File: config.mk
export PLATFORM = sky130hd
export DESIGN_NAME = logic_analyzer
export DESIGN_NICKNAME = d
export VERILOG_FILES = /design/src/verilog/la_pkg.sv /design/src/verilog/la_cfg_if.sv /design/src/verilog/la_regs.sv /design/src/verilog/la_sampler.sv /design/src/verilog/la_trigger.sv /design/src/verilog/logic_analyzer.sv
export SDC_FILE = /design/constraint.sdc
export NUM_CORES = 1
export LEC_CHECK = 0
export BUFFER_PORTS_ARGS = -buffer_cell sky130_fd_sc_hd__buf_4
export CORE_MARGIN = 4
export CORE_UTILIZATION = 35
export CTS_BUF_LIST = sky130_fd_sc_hd__clkbuf_16
export DETAILED_ROUTE_END_ITERATION = 8
export GPL_TIMING_DRIVEN = 0
export HOLD_SLACK_MARGIN = 0.06
export PLACE_DENSITY_LB_ADDON = 0.25
export SLEW_MARGIN = 40
export SYNTH_ARGS = -nofsm -noshare
export SYNTH_HDL_FRONTEND = slang
export SYNTH_SLANG_ARGS = --single-unit
File: constraint.sdc
create_clock -name observer_clk -period 2.4 [get_ports observer_clk]
set_clock_uncertainty 0.2 [all_clocks]
set_input_delay 0.12 -clock observer_clk [delete_from_list [all_inputs] [get_ports observer_clk]]
set_output_delay 0.12 -clock observer_clk [all_outputs]
set_load 0.02 [all_outputs]
File: src/verilog/la_pkg.sv
`default_nettype none

package la_pkg;

   // Bus and datapath widths
   localparam int reg_addr_bits = 8;
   localparam int bytecnt_bits  = 7;
   localparam int depth_bits    = 16;
   localparam int channels      = 9;
   localparam int fifo_bits     = 18;  // Two samples per channel
   localparam int group_bits    = 3;

   // Register map
   localparam logic [reg_addr_bits-1:0] addr_capture_group  = 8'h00;
   localparam logic [reg_addr_bits-1:0] addr_trigger_source = 8'h02;
   localparam logic [reg_addr_bits-1:0] addr_status         = 8'h03;
   localparam logic [reg_addr_bits-1:0] addr_capture_depth  = 8'h05;
   localparam logic [reg_addr_bits-1:0] addr_downsample     = 8'h06;
   localparam logic [reg_addr_bits-1:0] addr_arm            = 8'h08;
   localparam logic [reg_addr_bits-1:0] addr_manual_capture = 8'h09;

   // Capture groups
   localparam logic [group_bits-1:0] group_io     = 3'd1;
   localparam logic [group_bits-1:0] group_userio = 3'd2;

   // Alternating pattern for unused groups
   localparam logic [channels-1:0] default_pattern = 9'b1_0101_0101;

   // Internal trigger codes
   localparam logic [5:0] trig_glitch_go      = 6'd0;
   localparam logic [5:0] trig_capture_active = 6'd1;
   localparam logic [5:0] trig_hs1            = 6'd3;

   typedef struct packed {
      logic       sel_io;     // Bit 5
      logic       spare_4;
      logic       invert;     // Bit 3
      logic       spare_2;
      logic [1:0] pin;        // io1 to io4
   } trig_io_t;

   typedef struct packed {
      logic       sel_io;     // Clear for userio
      logic       invert;     // Bit 4
      logic       sel_userio; // Bit 3
      logic [2:0] pin;        // userio0 to userio7
   } trig_userio_t;

   // One trigger-source word, three readings
   typedef union packed {
      logic [5:0]   raw;
      trig_io_t     io;
      trig_userio_t userio;
   } trig_src_u;

endpackage

`default_nettype wire

File: src/verilog/la_cfg_if.sv
`timescale 1ns/1ps
`default_nettype none

interface la_cfg_if;

   // Configuration from the register block
   logic [la_pkg::group_bits-1:0] capture_group;
   la_pkg::trig_src_u             trigger_source;
   logic                          manual_capture;
   logic [la_pkg::depth_bits-1:0] capture_depth;
   logic [la_pkg::depth_bits-1:0] downsample;
   logic                          armed;

   // Status back from the sampler
   logic capturing;
   logic capture_start;   // Delayed capture_go, clears arm

   modport regs (
      output capture_group, trigger_source, manual_capture,
      output capture_depth, downsample, armed,
      input  capturing, capture_start
   );

   modport sampler (
      input  capture_group, capture_depth, downsample,
      output capturing, capture_start
   );

   modport trigger (
      input trigger_source, manual_capture, armed, capturing
   );

endinterface

`default_nettype wire

File: src/verilog/la_regs.sv
`timescale 1ns/1ps
`default_nettype none

module la_regs (
   input  logic                            observer_clk,
   input  logic                            reset,
   input  logic [la_pkg::reg_addr_bits-1:0] reg_address,
   input  logic [la_pkg::bytecnt_bits-1:0]  reg_bytecnt,
   input  logic [7:0]                      reg_datai,
   input  logic                            reg_read,
   input  logic                            reg_write,
   output logic [7:0]                      reg_datao,
   input  logic                            fifo_empty,
   output logic                            fifo_flush,
   la_cfg_if.regs                          cfg
);

   logic [la_pkg::group_bits-1:0] group_q;
   la_pkg::trig_src_u             trig_q;
   logic                          manual_q;
   logic [la_pkg::depth_bits-1:0] depth_q;
   logic [la_pkg::depth_bits-1:0] downsample_q;
   logic                          arm_q;

   logic       byte_valid;
   logic [3:0] byte_sel;   // Bit offset of the addressed byte

   // Multi-byte registers, LSB first
   assign byte_valid = int'(reg_bytecnt) < (la_pkg::depth_bits / 8);
   assign byte_sel   = {reg_bytecnt[0], 3'b000};

   always_ff @(posedge observer_clk) begin
      if (reset) begin
         group_q      <= '0;
         trig_q.raw   <= la_pkg::trig_glitch_go;
         manual_q     <= 1'b0;
         depth_q      <= '0;
         downsample_q <= '0;
      end else if (reg_write) begin
         case (reg_address)
            la_pkg::addr_capture_group:  group_q <= reg_datai[la_pkg::group_bits-1:0];
            la_pkg::addr_trigger_source: trig_q.raw <= reg_datai[5:0];
            la_pkg::addr_manual_capture: manual_q <= reg_datai[0];
            la_pkg::addr_capture_depth: begin
               if (byte_valid)
                  depth_q[byte_sel +: 8] <= reg_datai;
            end
            la_pkg::addr_downsample: begin
               if (byte_valid)
                  downsample_q[byte_sel +: 8] <= reg_datai;
            end
            default: ;
         endcase
      end
   end

   // Arm is set by software, cleared once the capture has started
   always_ff @(posedge observer_clk) begin
      if (reset) begin
         arm_q <= 1'b0;
      end else if (reg_write && (reg_address == la_pkg::addr_arm)) begin
         arm_q <= reg_datai[0];
      end else if (cfg.capture_start) begin
         arm_q <= 1'b0;
      end
   end

   // Drain stale data out of the FIFO when a new capture is armed
   always_ff @(posedge observer_clk) begin
      if (reset) begin
         fifo_flush <= 1'b0;
      end else if (fifo_empty) begin
         fifo_flush <= 1'b0;
      end else if (arm_q && !fifo_flush) begin
         fifo_flush <= 1'b1;
      end
   end

   // Readback
   always_comb begin
      reg_datao = 8'h00;
      if (reg_read) begin
         case (reg_address)
            la_pkg::addr_capture_group:  reg_datao = 8'(group_q);
            la_pkg::addr_status:         reg_datao = {7'b0, cfg.capturing};
            la_pkg::addr_trigger_source: reg_datao = {2'b0, trig_q.raw};
            la_pkg::addr_manual_capture: reg_datao = {7'b0, manual_q};
            la_pkg::addr_arm:            reg_datao = {7'b0, arm_q};
            la_pkg::addr_capture_depth: begin
               if (byte_valid)
                  reg_datao = depth_q[byte_sel +: 8];
            end
            la_pkg::addr_downsample: begin
               if (byte_valid)
                  reg_datao = downsample_q[byte_sel +: 8];
            end
            default: reg_datao = 8'h00;
         endcase
      end
   end

   assign cfg.capture_group  = group_q;
   assign cfg.trigger_source = trig_q;
   assign cfg.manual_capture = manual_q;
   assign cfg.capture_depth  = depth_q;
   assign cfg.downsample     = downsample_q;
   assign cfg.armed          = arm_q;

endmodule

`default_nettype wire

File: src/verilog/la_sampler.sv
`timescale 1ns/1ps
`default_nettype none

module la_sampler (
   input  logic                        observer_clk,
   input  logic                        reset,
   input  logic                        capture_go,
   input  logic [3:0]                  io,
   input  logic [7:0]                  userio,
   input  logic                        hs1,
   input  logic                        hs2,
   input  logic                        aux_mcx,
   input  logic                        trig_mcx,
   input  logic                        adc_sample_clk,
   input  logic                        userio_clk,
   la_cfg_if.sampler                   cfg,
   output logic                        fifo_wr,
   output logic [la_pkg::fifo_bits-1:0] fifo_wr_data
);

   logic [la_pkg::channels-1:0]        src_q;     // Registered group mux
   logic [la_pkg::channels-1:0][1:0]   shift_q;   // Older sample in bit 1
   logic [la_pkg::depth_bits-1:0]      count_q;
   logic [la_pkg::depth_bits-1:0]      ds_ctr_q;
   logic                               ds_en_q;
   logic                               capturing_q;
   logic                               capture_start_q;
   logic                               ticktock_q;
   logic                               sample_en;

   // Group select, one register stage on the pins
   always_ff @(posedge observer_clk) begin
      case (cfg.capture_group)
         la_pkg::group_io:
            src_q <= {adc_sample_clk, trig_mcx, aux_mcx, hs2, hs1, io};
         la_pkg::group_userio:
            src_q <= {userio_clk, userio};
         default:
            src_q <= la_pkg::default_pattern;
      endcase
   end

   // Sample strobe every downsample+1 cycles, phase set by capture_go
   always_ff @(posedge observer_clk) begin
      if (reset || capture_go) begin
         ds_ctr_q <= '0;
         ds_en_q  <= 1'b0;
      end else if (ds_ctr_q == cfg.downsample) begin
         ds_ctr_q <= '0;
         ds_en_q  <= 1'b1;
      end else begin
         ds_ctr_q <= ds_ctr_q + 1'b1;
         ds_en_q  <= 1'b0;
      end
   end

   assign sample_en = capturing_q && ds_en_q && (count_q != cfg.capture_depth);

   // Capture sequencer
   always_ff @(posedge observer_clk) begin
      if (reset) begin
         count_q         <= '0;
         capturing_q     <= 1'b0;
         capture_start_q <= 1'b0;
         ticktock_q      <= 1'b0;
         fifo_wr         <= 1'b0;
      end else begin
         capture_start_q <= capture_go;
         fifo_wr         <= 1'b0;
         if (capture_go) begin
            count_q     <= '0;
            capturing_q <= 1'b1;
            ticktock_q  <= 1'b0;
         end else if (sample_en) begin
            count_q    <= count_q + 1'b1;
            ticktock_q <= ~ticktock_q;
            fifo_wr    <= ticktock_q;  // Second sample of a pair
         end else if (capturing_q && (count_q == cfg.capture_depth)) begin
            // Stays high through the last write pulse
            capturing_q <= 1'b0;
         end
      end
   end

   // Two-deep shift per channel
   always_ff @(posedge observer_clk) begin
      if (sample_en) begin
         for (int c = 0; c < la_pkg::channels; c++) begin
            shift_q[c] <= {shift_q[c][0], src_q[c]};
         end
      end
   end

   assign fifo_wr_data      = shift_q;
   assign cfg.capturing     = capturing_q;
   assign cfg.capture_start = capture_start_q;

endmodule

`default_nettype wire

File: src/verilog/la_trigger.sv
`timescale 1ns/1ps
`default_nettype none

module la_trigger (
   input  logic       observer_clk,
   input  logic       reset,
   input  logic [3:0] io,
   input  logic [7:0] userio,
   input  logic       hs1,
   input  logic       glitch_go,
   input  logic       capture_active,
   la_cfg_if.trigger  cfg,
   output logic       capture_go
);

   la_pkg::trig_src_u ts;
   logic              src_sel;
   logic              go_async;
   logic [1:0]        sync_q;   // Pins are asynchronous
   logic              edge_q;

   assign ts = cfg.trigger_source;

   // Source decode
   always_comb begin
      src_sel = 1'b0;
      if (ts.io.sel_io) begin
         src_sel = io[ts.io.pin] ^ ts.io.invert;
      end else if (ts.userio.sel_userio) begin
         src_sel = userio[ts.userio.pin] ^ ts.userio.invert;
      end else begin
         case (ts.raw)
            la_pkg::trig_glitch_go:      src_sel = glitch_go;
            la_pkg::trig_capture_active: src_sel = capture_active;
            la_pkg::trig_hs1:            src_sel = hs1;
            default:                     src_sel = 1'b0;  // Unused code
         endcase
      end
   end

   // Software trigger overrides the selected source
   assign go_async = src_sel | cfg.manual_capture;

   always_ff @(posedge observer_clk) begin
      if (reset) begin
         sync_q <= 2'b00;
         edge_q <= 1'b0;
      end else begin
         sync_q <= {sync_q[0], go_async};
         edge_q <= sync_q[1];
      end
   end

   // Rising edge only while armed and idle, so a held source
   // cannot restart a capture in progress
   assign capture_go = sync_q[1] & ~edge_q & cfg.armed & ~cfg.capturing;

endmodule

`default_nettype wire

File: src/verilog/logic_analyzer.sv
`timescale 1ns/1ps
`default_nettype none

module logic_analyzer (
   input  logic        observer_clk,
   input  logic        reset,

   // Register port
   input  logic [7:0]  reg_address,
   input  logic [6:0]  reg_bytecnt,
   input  logic [7:0]  reg_datai,
   output logic [7:0]  reg_datao,
   input  logic        reg_read,
   input  logic        reg_write,

   // Pins
   input  logic [3:0]  io,
   input  logic [7:0]  userio,
   input  logic        hs1,
   input  logic        hs2,
   input  logic        aux_mcx,
   input  logic        trig_mcx,
   input  logic        adc_sample_clk,
   input  logic        userio_clk,
   input  logic        glitch_go,
   input  logic        capture_active,

   // FIFO write side
   output logic        fifo_wr,
   output logic [17:0] fifo_wr_data,
   output logic        fifo_flush,
   input  logic        fifo_empty
);

   logic capture_go;

   la_cfg_if cfg ();

   la_regs u_regs (
      .observer_clk (observer_clk),
      .reset        (reset),
      .reg_address  (reg_address),
      .reg_bytecnt  (reg_bytecnt),
      .reg_datai    (reg_datai),
      .reg_read     (reg_read),
      .reg_write    (reg_write),
      .reg_datao    (reg_datao),
      .fifo_empty   (fifo_empty),
      .fifo_flush   (fifo_flush),
      .cfg          (cfg.regs)
   );

   la_trigger u_trigger (
      .observer_clk   (observer_clk),
      .reset          (reset),
      .io             (io),
      .userio         (userio),
      .hs1            (hs1),
      .glitch_go      (glitch_go),
      .capture_active (capture_active),
      .cfg            (cfg.trigger),
      .capture_go     (capture_go)
   );

   la_sampler u_sampler (
      .observer_clk   (observer_clk),
      .reset          (reset),
      .capture_go     (capture_go),
      .io             (io),
      .userio         (userio),
      .hs1            (hs1),
      .hs2            (hs2),
      .aux_mcx        (aux_mcx),
      .trig_mcx       (trig_mcx),
      .adc_sample_clk (adc_sample_clk),
      .userio_clk     (userio_clk),
      .cfg            (cfg.sampler),
      .fifo_wr        (fifo_wr),
      .fifo_wr_data   (fifo_wr_data)
   );

endmodule

`default_nettype wire
# Yosys cells after proc, flatten, opt, wreduce, memory -nomap -nowiden
# Index checks and enable logic that the tools add are counted.
dict set report word_totals {
  reg_bits 111
  word_cells 101
  output_inout_bits 28
  input_bits 48
}
dict set report classes {
  n_mux 20
  magnitude_cmp 3
  addsub 3
  n_shift 4
  n_eq_ne 14
  reduce_logical 21
  n_bitwise 10
}
# operator count
set op_table {}
lappend op_table {{one-hot mux 8 bit (7 select lines)} 1}
lappend op_table {{adder 16 x 1 -> 16 bit (second input constant)} 2}
lappend op_table {{bitwise mux 16 bit} 2}
lappend op_table {{== test 16 bit} 2}
lappend op_table {{indexed part select 16 x 5 -> 8 bit} 2}
lappend op_table {{two-way mux 8 bit} 3}
lappend op_table {{one-hot mux 9 bit (2 select lines)} 1}
lappend op_table {{== test 8 x 2 -> 1 bit (second input constant)} 2}
lappend op_table {{== test 8 x 3 -> 1 bit (second input constant)} 2}
lappend op_table {{== test 8 x 4 -> 1 bit (second input constant)} 2}
lappend op_table {{inequality test 16 bit} 1}
lappend op_table {{variable shift 8 x 6 -> 16 bit (first input constant)} 1}
lappend op_table {{indexed part select 8 x 6 -> 16 bit} 1}
lappend op_table {{two-way mux 1 bit} 10}
lappend op_table {{logical NOT 8 bit} 1}
lappend op_table {{AND reduction 2 bit} 4}
lappend op_table {{< comparator 7 x 2 -> 1 bit (second input constant)} 1}
lappend op_table {{== test 6 x 1 -> 1 bit (second input constant)} 1}
lappend op_table {{== test 6 x 2 -> 1 bit (second input constant)} 1}
lappend op_table {{logical NOT 6 bit} 1}
lappend op_table {{negation 4 -> 6 bit} 1}
lappend op_table {{AND reduction 3 bit} 2}
lappend op_table {{OR reduction 2 bit} 3}
lappend op_table {{logical AND 1 bit} 5}
lappend op_table {{16 further kinds} 23}

# Depth between registers and ports, before layout
dict set report logic_depth {
  word_depth 6
  mapped_depth 7
  depth_no_buf 5
}

# Hierarchy
# A second synthesis with hierarchy kept.
dict set report hier_totals {
  hier_cells 558
  hier_area_um2 5466.5
}
# mod n_inst seq_area_each_um2 cells_per_inst area_per_inst_um2
set modules_own_cells {}
lappend modules_own_cells {la_sampler 1 1461.4 285 2882.8}
lappend modules_own_cells {la_regs 1 880.8 248 2319.7}
lappend modules_own_cells {la_trigger 1 60.1 25 264.0}

# Least setup slack after synthesis
# Ideal clock, no wire load.
dict set report synth_path {
  path_kind {reg2reg}
  from {register u_sampler.count_q[7] (netlist name)}
  to {register u_sampler.shift_q (netlist bit u_sampler.fifo_wr_data[0]), enable pin}
  setup_ns 0.398
  path_buffers 1
  required_ns 1.802
  t_arrival_ns 1.722
  slack_ns 0.079
  period_less_slack_ns 2.321
  stages_incl_launch_ff 6
  cell_sequence {dfxtp_1 -> xnor2_1 -> nand4_1 -> nor4_2 -> buf_2 -> nor2_1}
}
dict set report synth_via {
  elab_chain_len 2
}
# item line_no
set synth_rtl {}
lappend synth_rtl {{start: declaration} la_sampler.sv:23} ;# logic [la_pkg::depth_bits-1:0] count_q;
lappend synth_rtl {{start signal: assignment} la_sampler.sv:75} ;# count_q <= count_q + 1'b1;
lappend synth_rtl {{inequality test 16 bit} la_sampler.sv:57} ;# assign sample_en = capturing_q && ds_en_q && (count_q != cfg.capture_depth);
lappend synth_rtl {{logical AND 1 bit} la_sampler.sv:57}
lappend synth_rtl {{end signal: indexed assignment} la_sampler.sv:89} ;# shift_q[c] <= {shift_q[c][0], src_q[c]};
lappend synth_rtl {{end: declaration} la_sampler.sv:22} ;# logic [la_pkg::channels-1:0][1:0] shift_q;
# No other way between the ends.
# A chain may end at the register's enable or synchronous reset.

# Worst setup path after layout
dict set report layout_path {
  from {register u_regs.trig_q (netlist bit u_regs.cfg.trigger_source[0])}
  to {register u_trigger.sync_q[0]}
}
dict set report layout_via {
  elab_chain_len 6
  elab_cells_between_ends 13
  classes_between {2 x eq/ne; 7 x mux; 3 x bitwise; 1 x reduce/logical}
}
# item line_no
set layout_rtl {}
lappend layout_rtl {{start: declaration} la_regs.sv:19} ;# la_pkg::trig_src_u trig_q;
lappend layout_rtl {{binary-select mux 1 bit (select 3 bit)} la_trigger.sv:30} ;# src_sel = userio[ts.userio.pin] ^ ts.userio.invert;
lappend layout_rtl {{two-way mux 1 bit (not written as such)} la_trigger.sv:30}
lappend layout_rtl {{bitwise XOR 1 bit} la_trigger.sv:30}
lappend layout_rtl {{two-way mux 1 bit} la_trigger.sv:29} ;# end else if (ts.userio.sel_userio) begin
lappend layout_rtl {{two-way mux 1 bit *} la_trigger.sv:27} ;# if (ts.io.sel_io) begin
lappend layout_rtl {{OR 1 bit *} la_trigger.sv:42} ;# assign go_async = src_sel | cfg.manual_capture;
lappend layout_rtl {{end signal: assignment} la_trigger.sv:49} ;# sync_q <= {sync_q[0], go_async};
lappend layout_rtl {{end: declaration} la_trigger.sv:19} ;# logic [1:0] sync_q;
# Every way passes the cells marked *; elsewhere a longest branch is shown, timed or not. The select of a mux whose other input is x is not followed.

==> metrics.md <==
| Metric | Value |
|---|---|
| Routed vias/inst | `between 5 and 6` |
| CP required | `about 2.4 ns` |
| Synth Area per Inst | `roughly 9.7 um2` |
| CP Max Fanout | `7` |
| Synth area leader | `dfxtp_1` |
| 1st-iter DRT viols | `approximately 310` |
| Fmax | `0.449 GHz` |
| Ant diodes | `0` |
| Clk_lat worst skew | `0.35 ns` |
| Vias in the first global route | `between 4000 and 5000` |
| Register area share after synthesis | `between 40% and 50%` |
| Leading cell type in the layout, fill and taps excluded | `dfxtp_1` |
| Synth Instances | `537` |
| Inst Count DP | `about 800` |
| Synthesized Nets | `between 500 and 600` |
| Antenna Nets Post-Route | `0` |
| Postcts setup bufs | `0` |
| Clk sinks | `~110` |
| Initial Utilization | `35.8%` |
| R2R Path End | `u_trigger.sync_q[0]` |
| Wire length per cell | `around 17 um` |
| Final period util | `just over 90%` |
| Mapped Area | `about 5200 um2` |
| Hold endpoint | `u_regs.cfg.manual_capture` |
| Core area | `about 15000 um2` |
| WS Path Type | `flip-flop to flip-flop` |
| PD cells | `roughly 540 nW/um2` |
| Leakage power | `2.52 nW` |
| Clock Tree Buf Depth | `2` |
| Core Util, Final | `around 45%` |
| Total die area | `about 17000 um2` |
| Hold path depth | `4` |
| Reg2reg path depth | `6` |
| Total track usage | `approximately 18%` |
| Cts bufs inserted | `9` |
| Non-Filler Instances | `838` |
| Flops & latches, synth | `between 100 and 150` |
| GPL Wtd Cong | `0.867` |
| Status | `finished clean` |
| H-tree Lvls | `3` |
| DRC Markers | `0` |
| Setup crit end kind | `flip-flop` |
| Synth top area cells | `dfxtp_1, edfxtp_1, mux2i_1` |
| Row count | `44` |
| Hold Crit Class | `primary input to flip-flop` |
| Met3 Usage GRT | `between 3 and 4%` |
| CTS root buffer | `clkbuf_16` |
| Worst rel slew slack | `a little under three fifths` |
| Final wirelength | `around 15 mm` |
| Die H | `between 100 and 150 um` |
| CTS tree | `built` |
| Final setup viols | `0` |
| Min Hold Slack | `0.0950 ns` |
| Peak VDD IR | `between 0.3 and 0.4 mV` |
| GRT Max-Usage Layer | `met2` |
| Largest net degree at the start of global routing | `22` |
| Yosys warnings | `0` |
| DPL Wire Length | `between 10 and 15 mm` |
| Synth top area share | `between 30% and 40%` |
| Antenna violations before repair | `0` |
| Slew Limit Fails | `0` |
| Synth unique cells | `49` |
| Port bufs | `roughly 70` |
| Final Total Pwr | `roughly 0.0036 W` |
| GR Layer Usage met1 | `~24%` |
| Die W | `130 um` |
| IO Pins | `76` |
| Critical Path AT | `roughly 2.2 ns` |
| Crit path launch type | `flip-flop` |
| Unrepaired setup endpoints after global routing | `no` |
| HP Start | `reg_address[3]` |
| Register-to-register setup slack | `roughly 0.17 ns` |
| Layout area overhead | `26.9%` |
| Worst-Margin Slew | `approximately 0.64 ns` |
| Met2 Use GR | `27.4%` |
| Fraction of layout cells with a size suffix above 1 | `16.5%` |
| Worst reg2reg path startpoint | `u_regs.cfg.trigger_source[0]` |
| Max-cap violations | `0` |
| Final Net Count | `699` |
| Vias | `around 4500` |
| Clk slew on worst S/H paths | `approximately 0.080 ns` |
| Min Tclk post-route | `about 2.2 ns` |
| Final Hold Vio Count | `0` |
| First-pass GRT wire length | `approximately 23 mm` |
| Most frequent cells in the layout | `dfxtp_1, buf_4, nor2_1` |
| Total gr overflow | `0` |
| First-pass DRT Iterations | `5` |
-- power by group --
group          total (W)  internal, W  leakage, nW  switching, W
sequential       0.00189      0.00188        0.900    0.00000231
combinational   0.000196    0.0000970         1.47     0.0000988
clock            0.00150     0.000738        0.144      0.000766
-- cells in the mapped netlist, drive strengths merged --
cell / n
nand4b: 2
a21boi: 1
o22ai: 12
and2b: 1
xnor2: 19
o21ba: 1
o211ai: 5
nor3b: 2
or2: 1
xor2: 29
nor4: 10
o21ai: 25
nor3: 7
clkbuf: 20
buf: 7
nand3: 17
a32o: 3
nor2b: 6
o22a: 4
inv: 2
a22oi: 5
mux2: 1
edfxtp: 18
o31ai: 3
or3: 10
and4: 4
nor2: 60
o21a: 2
nand2b: 7
dfxtp: 93
mux2i: 49
and2: 6
a2111oi: 1
nor4bb: 1
o2111a: 1
ha: 2
or4: 8
mux4: 3
a21oi: 28
nand4: 13
nand2: 36
and3: 11
nand3b: 1
-- how the worst max path moves through the flow --
stage                                 end                         start
3_3_place_gp   u_sampler.fifo_wr_data[17]          u_sampler.count_q[7]
2_1_floorplan   u_sampler.fifo_wr_data[0]          u_sampler.count_q[7]
4_1_cts               u_trigger.sync_q[0]  u_regs.cfg.trigger_source[0]
6_report              u_trigger.sync_q[0]  u_regs.cfg.trigger_source[0]
3_5_place_dp       u_sampler.ds_ctr_q[12]       u_sampler.cfg.capturing
5_1_grt               u_trigger.sync_q[0]  u_regs.cfg.trigger_source[0]
-- timing repair --
action                                  CTS  global route
endpoints found under the setup margin   10            13
hold buffers                             30             0
endpoints found under the hold margin    49             0
resized for setup                         2             5
-- state kept, by name, indices dropped and copies added, names as in the netlist --
signal and count:
u_regs.cfg.capture_group 3, u_trigger.sync_q 2, u_regs.cfg.manual_capture 1, u_sampler.src_q 9, u_sampler.ds_ctr_q 16, u_regs.cfg.downsample 16, u_sampler.fifo_wr 1, u_regs.cfg.armed 1
u_regs.cfg.trigger_source 6, u_trigger.edge_q 1, u_sampler.cfg.capture_start 1, u_regs.cfg.capture_depth 16, u_sampler.ticktock_q 1, u_sampler.fifo_wr_data 18, u_sampler.ds_en_q 1, u_sampler.cfg.capturing 1
u_sampler.count_q 16, u_regs.fifo_flush 1
-- worst max-delay path, stage by stage, from the launching register on --
cell	delay, ns
dfxtp_1	0.33
buf_6	0.13
mux4_1	0.58
mux2i_1	0.22
xnor2_1	0.11
a2111oi_2	0.38
nor3_1	0.13
-- stage by stage --
stage / setup WS, ns / TNS [ns] / instance area (um2)
2_1_floorplan: 0.0793 / 0 / 5230
3_3_place_gp: -0.441 / -9.12 / 5990
3_5_place_dp: -0.0547 / -0.418 / 6000
4_1_cts: 0.0877 / 0 / 6610
5_1_grt: 0.00111 / 0 / 6630
6_report: 0.173 / 0 / 6630
-- routing by layer --
metal	vias to the layer above	part of all wire (%)	wire, um
met5	-	0	0
met4	0	2.4	348
met3	30	4.9	716
met2	131	46	6680
met1	2145	47	6770
li1	2171	-	-
-- cell families (layout without fill, tap and decap cells) --
| family | count (synthesis) | in the layout | share of synthesized area, % |
|---|---|---|---|
| adder cells (fa/ha/maj) | 2 | 2 | 0.479 |
| flip-flops | 111 | 111 | 46.0 |
| XOR/XNOR | 48 | 48 | 8.05 |
| multiplexers | 53 | 53 | 11.1 |
| AO/OA/AOI/OAI | 91 | 91 | 10.7 |
| buffers and inverters | 29 | 146 | 2.42 |
| AND/OR/NAND/NOR | 203 | 203 | 21.3 |
-- layout make-up --
class | count | area, um2
clock buffers | 9 | 225
fillers | 1386 | 7960
plain buffers | 27 | 120
flip-flops and latches | 111 | 2400
multi-input cells | 397 | 2740
clock inverters | 7 | 77.6
well taps | 184 | 230
repair buffers | 101 | 833
inverters | 2 | 7.51
Note: power is estimated with default switching activity, not from simulation.
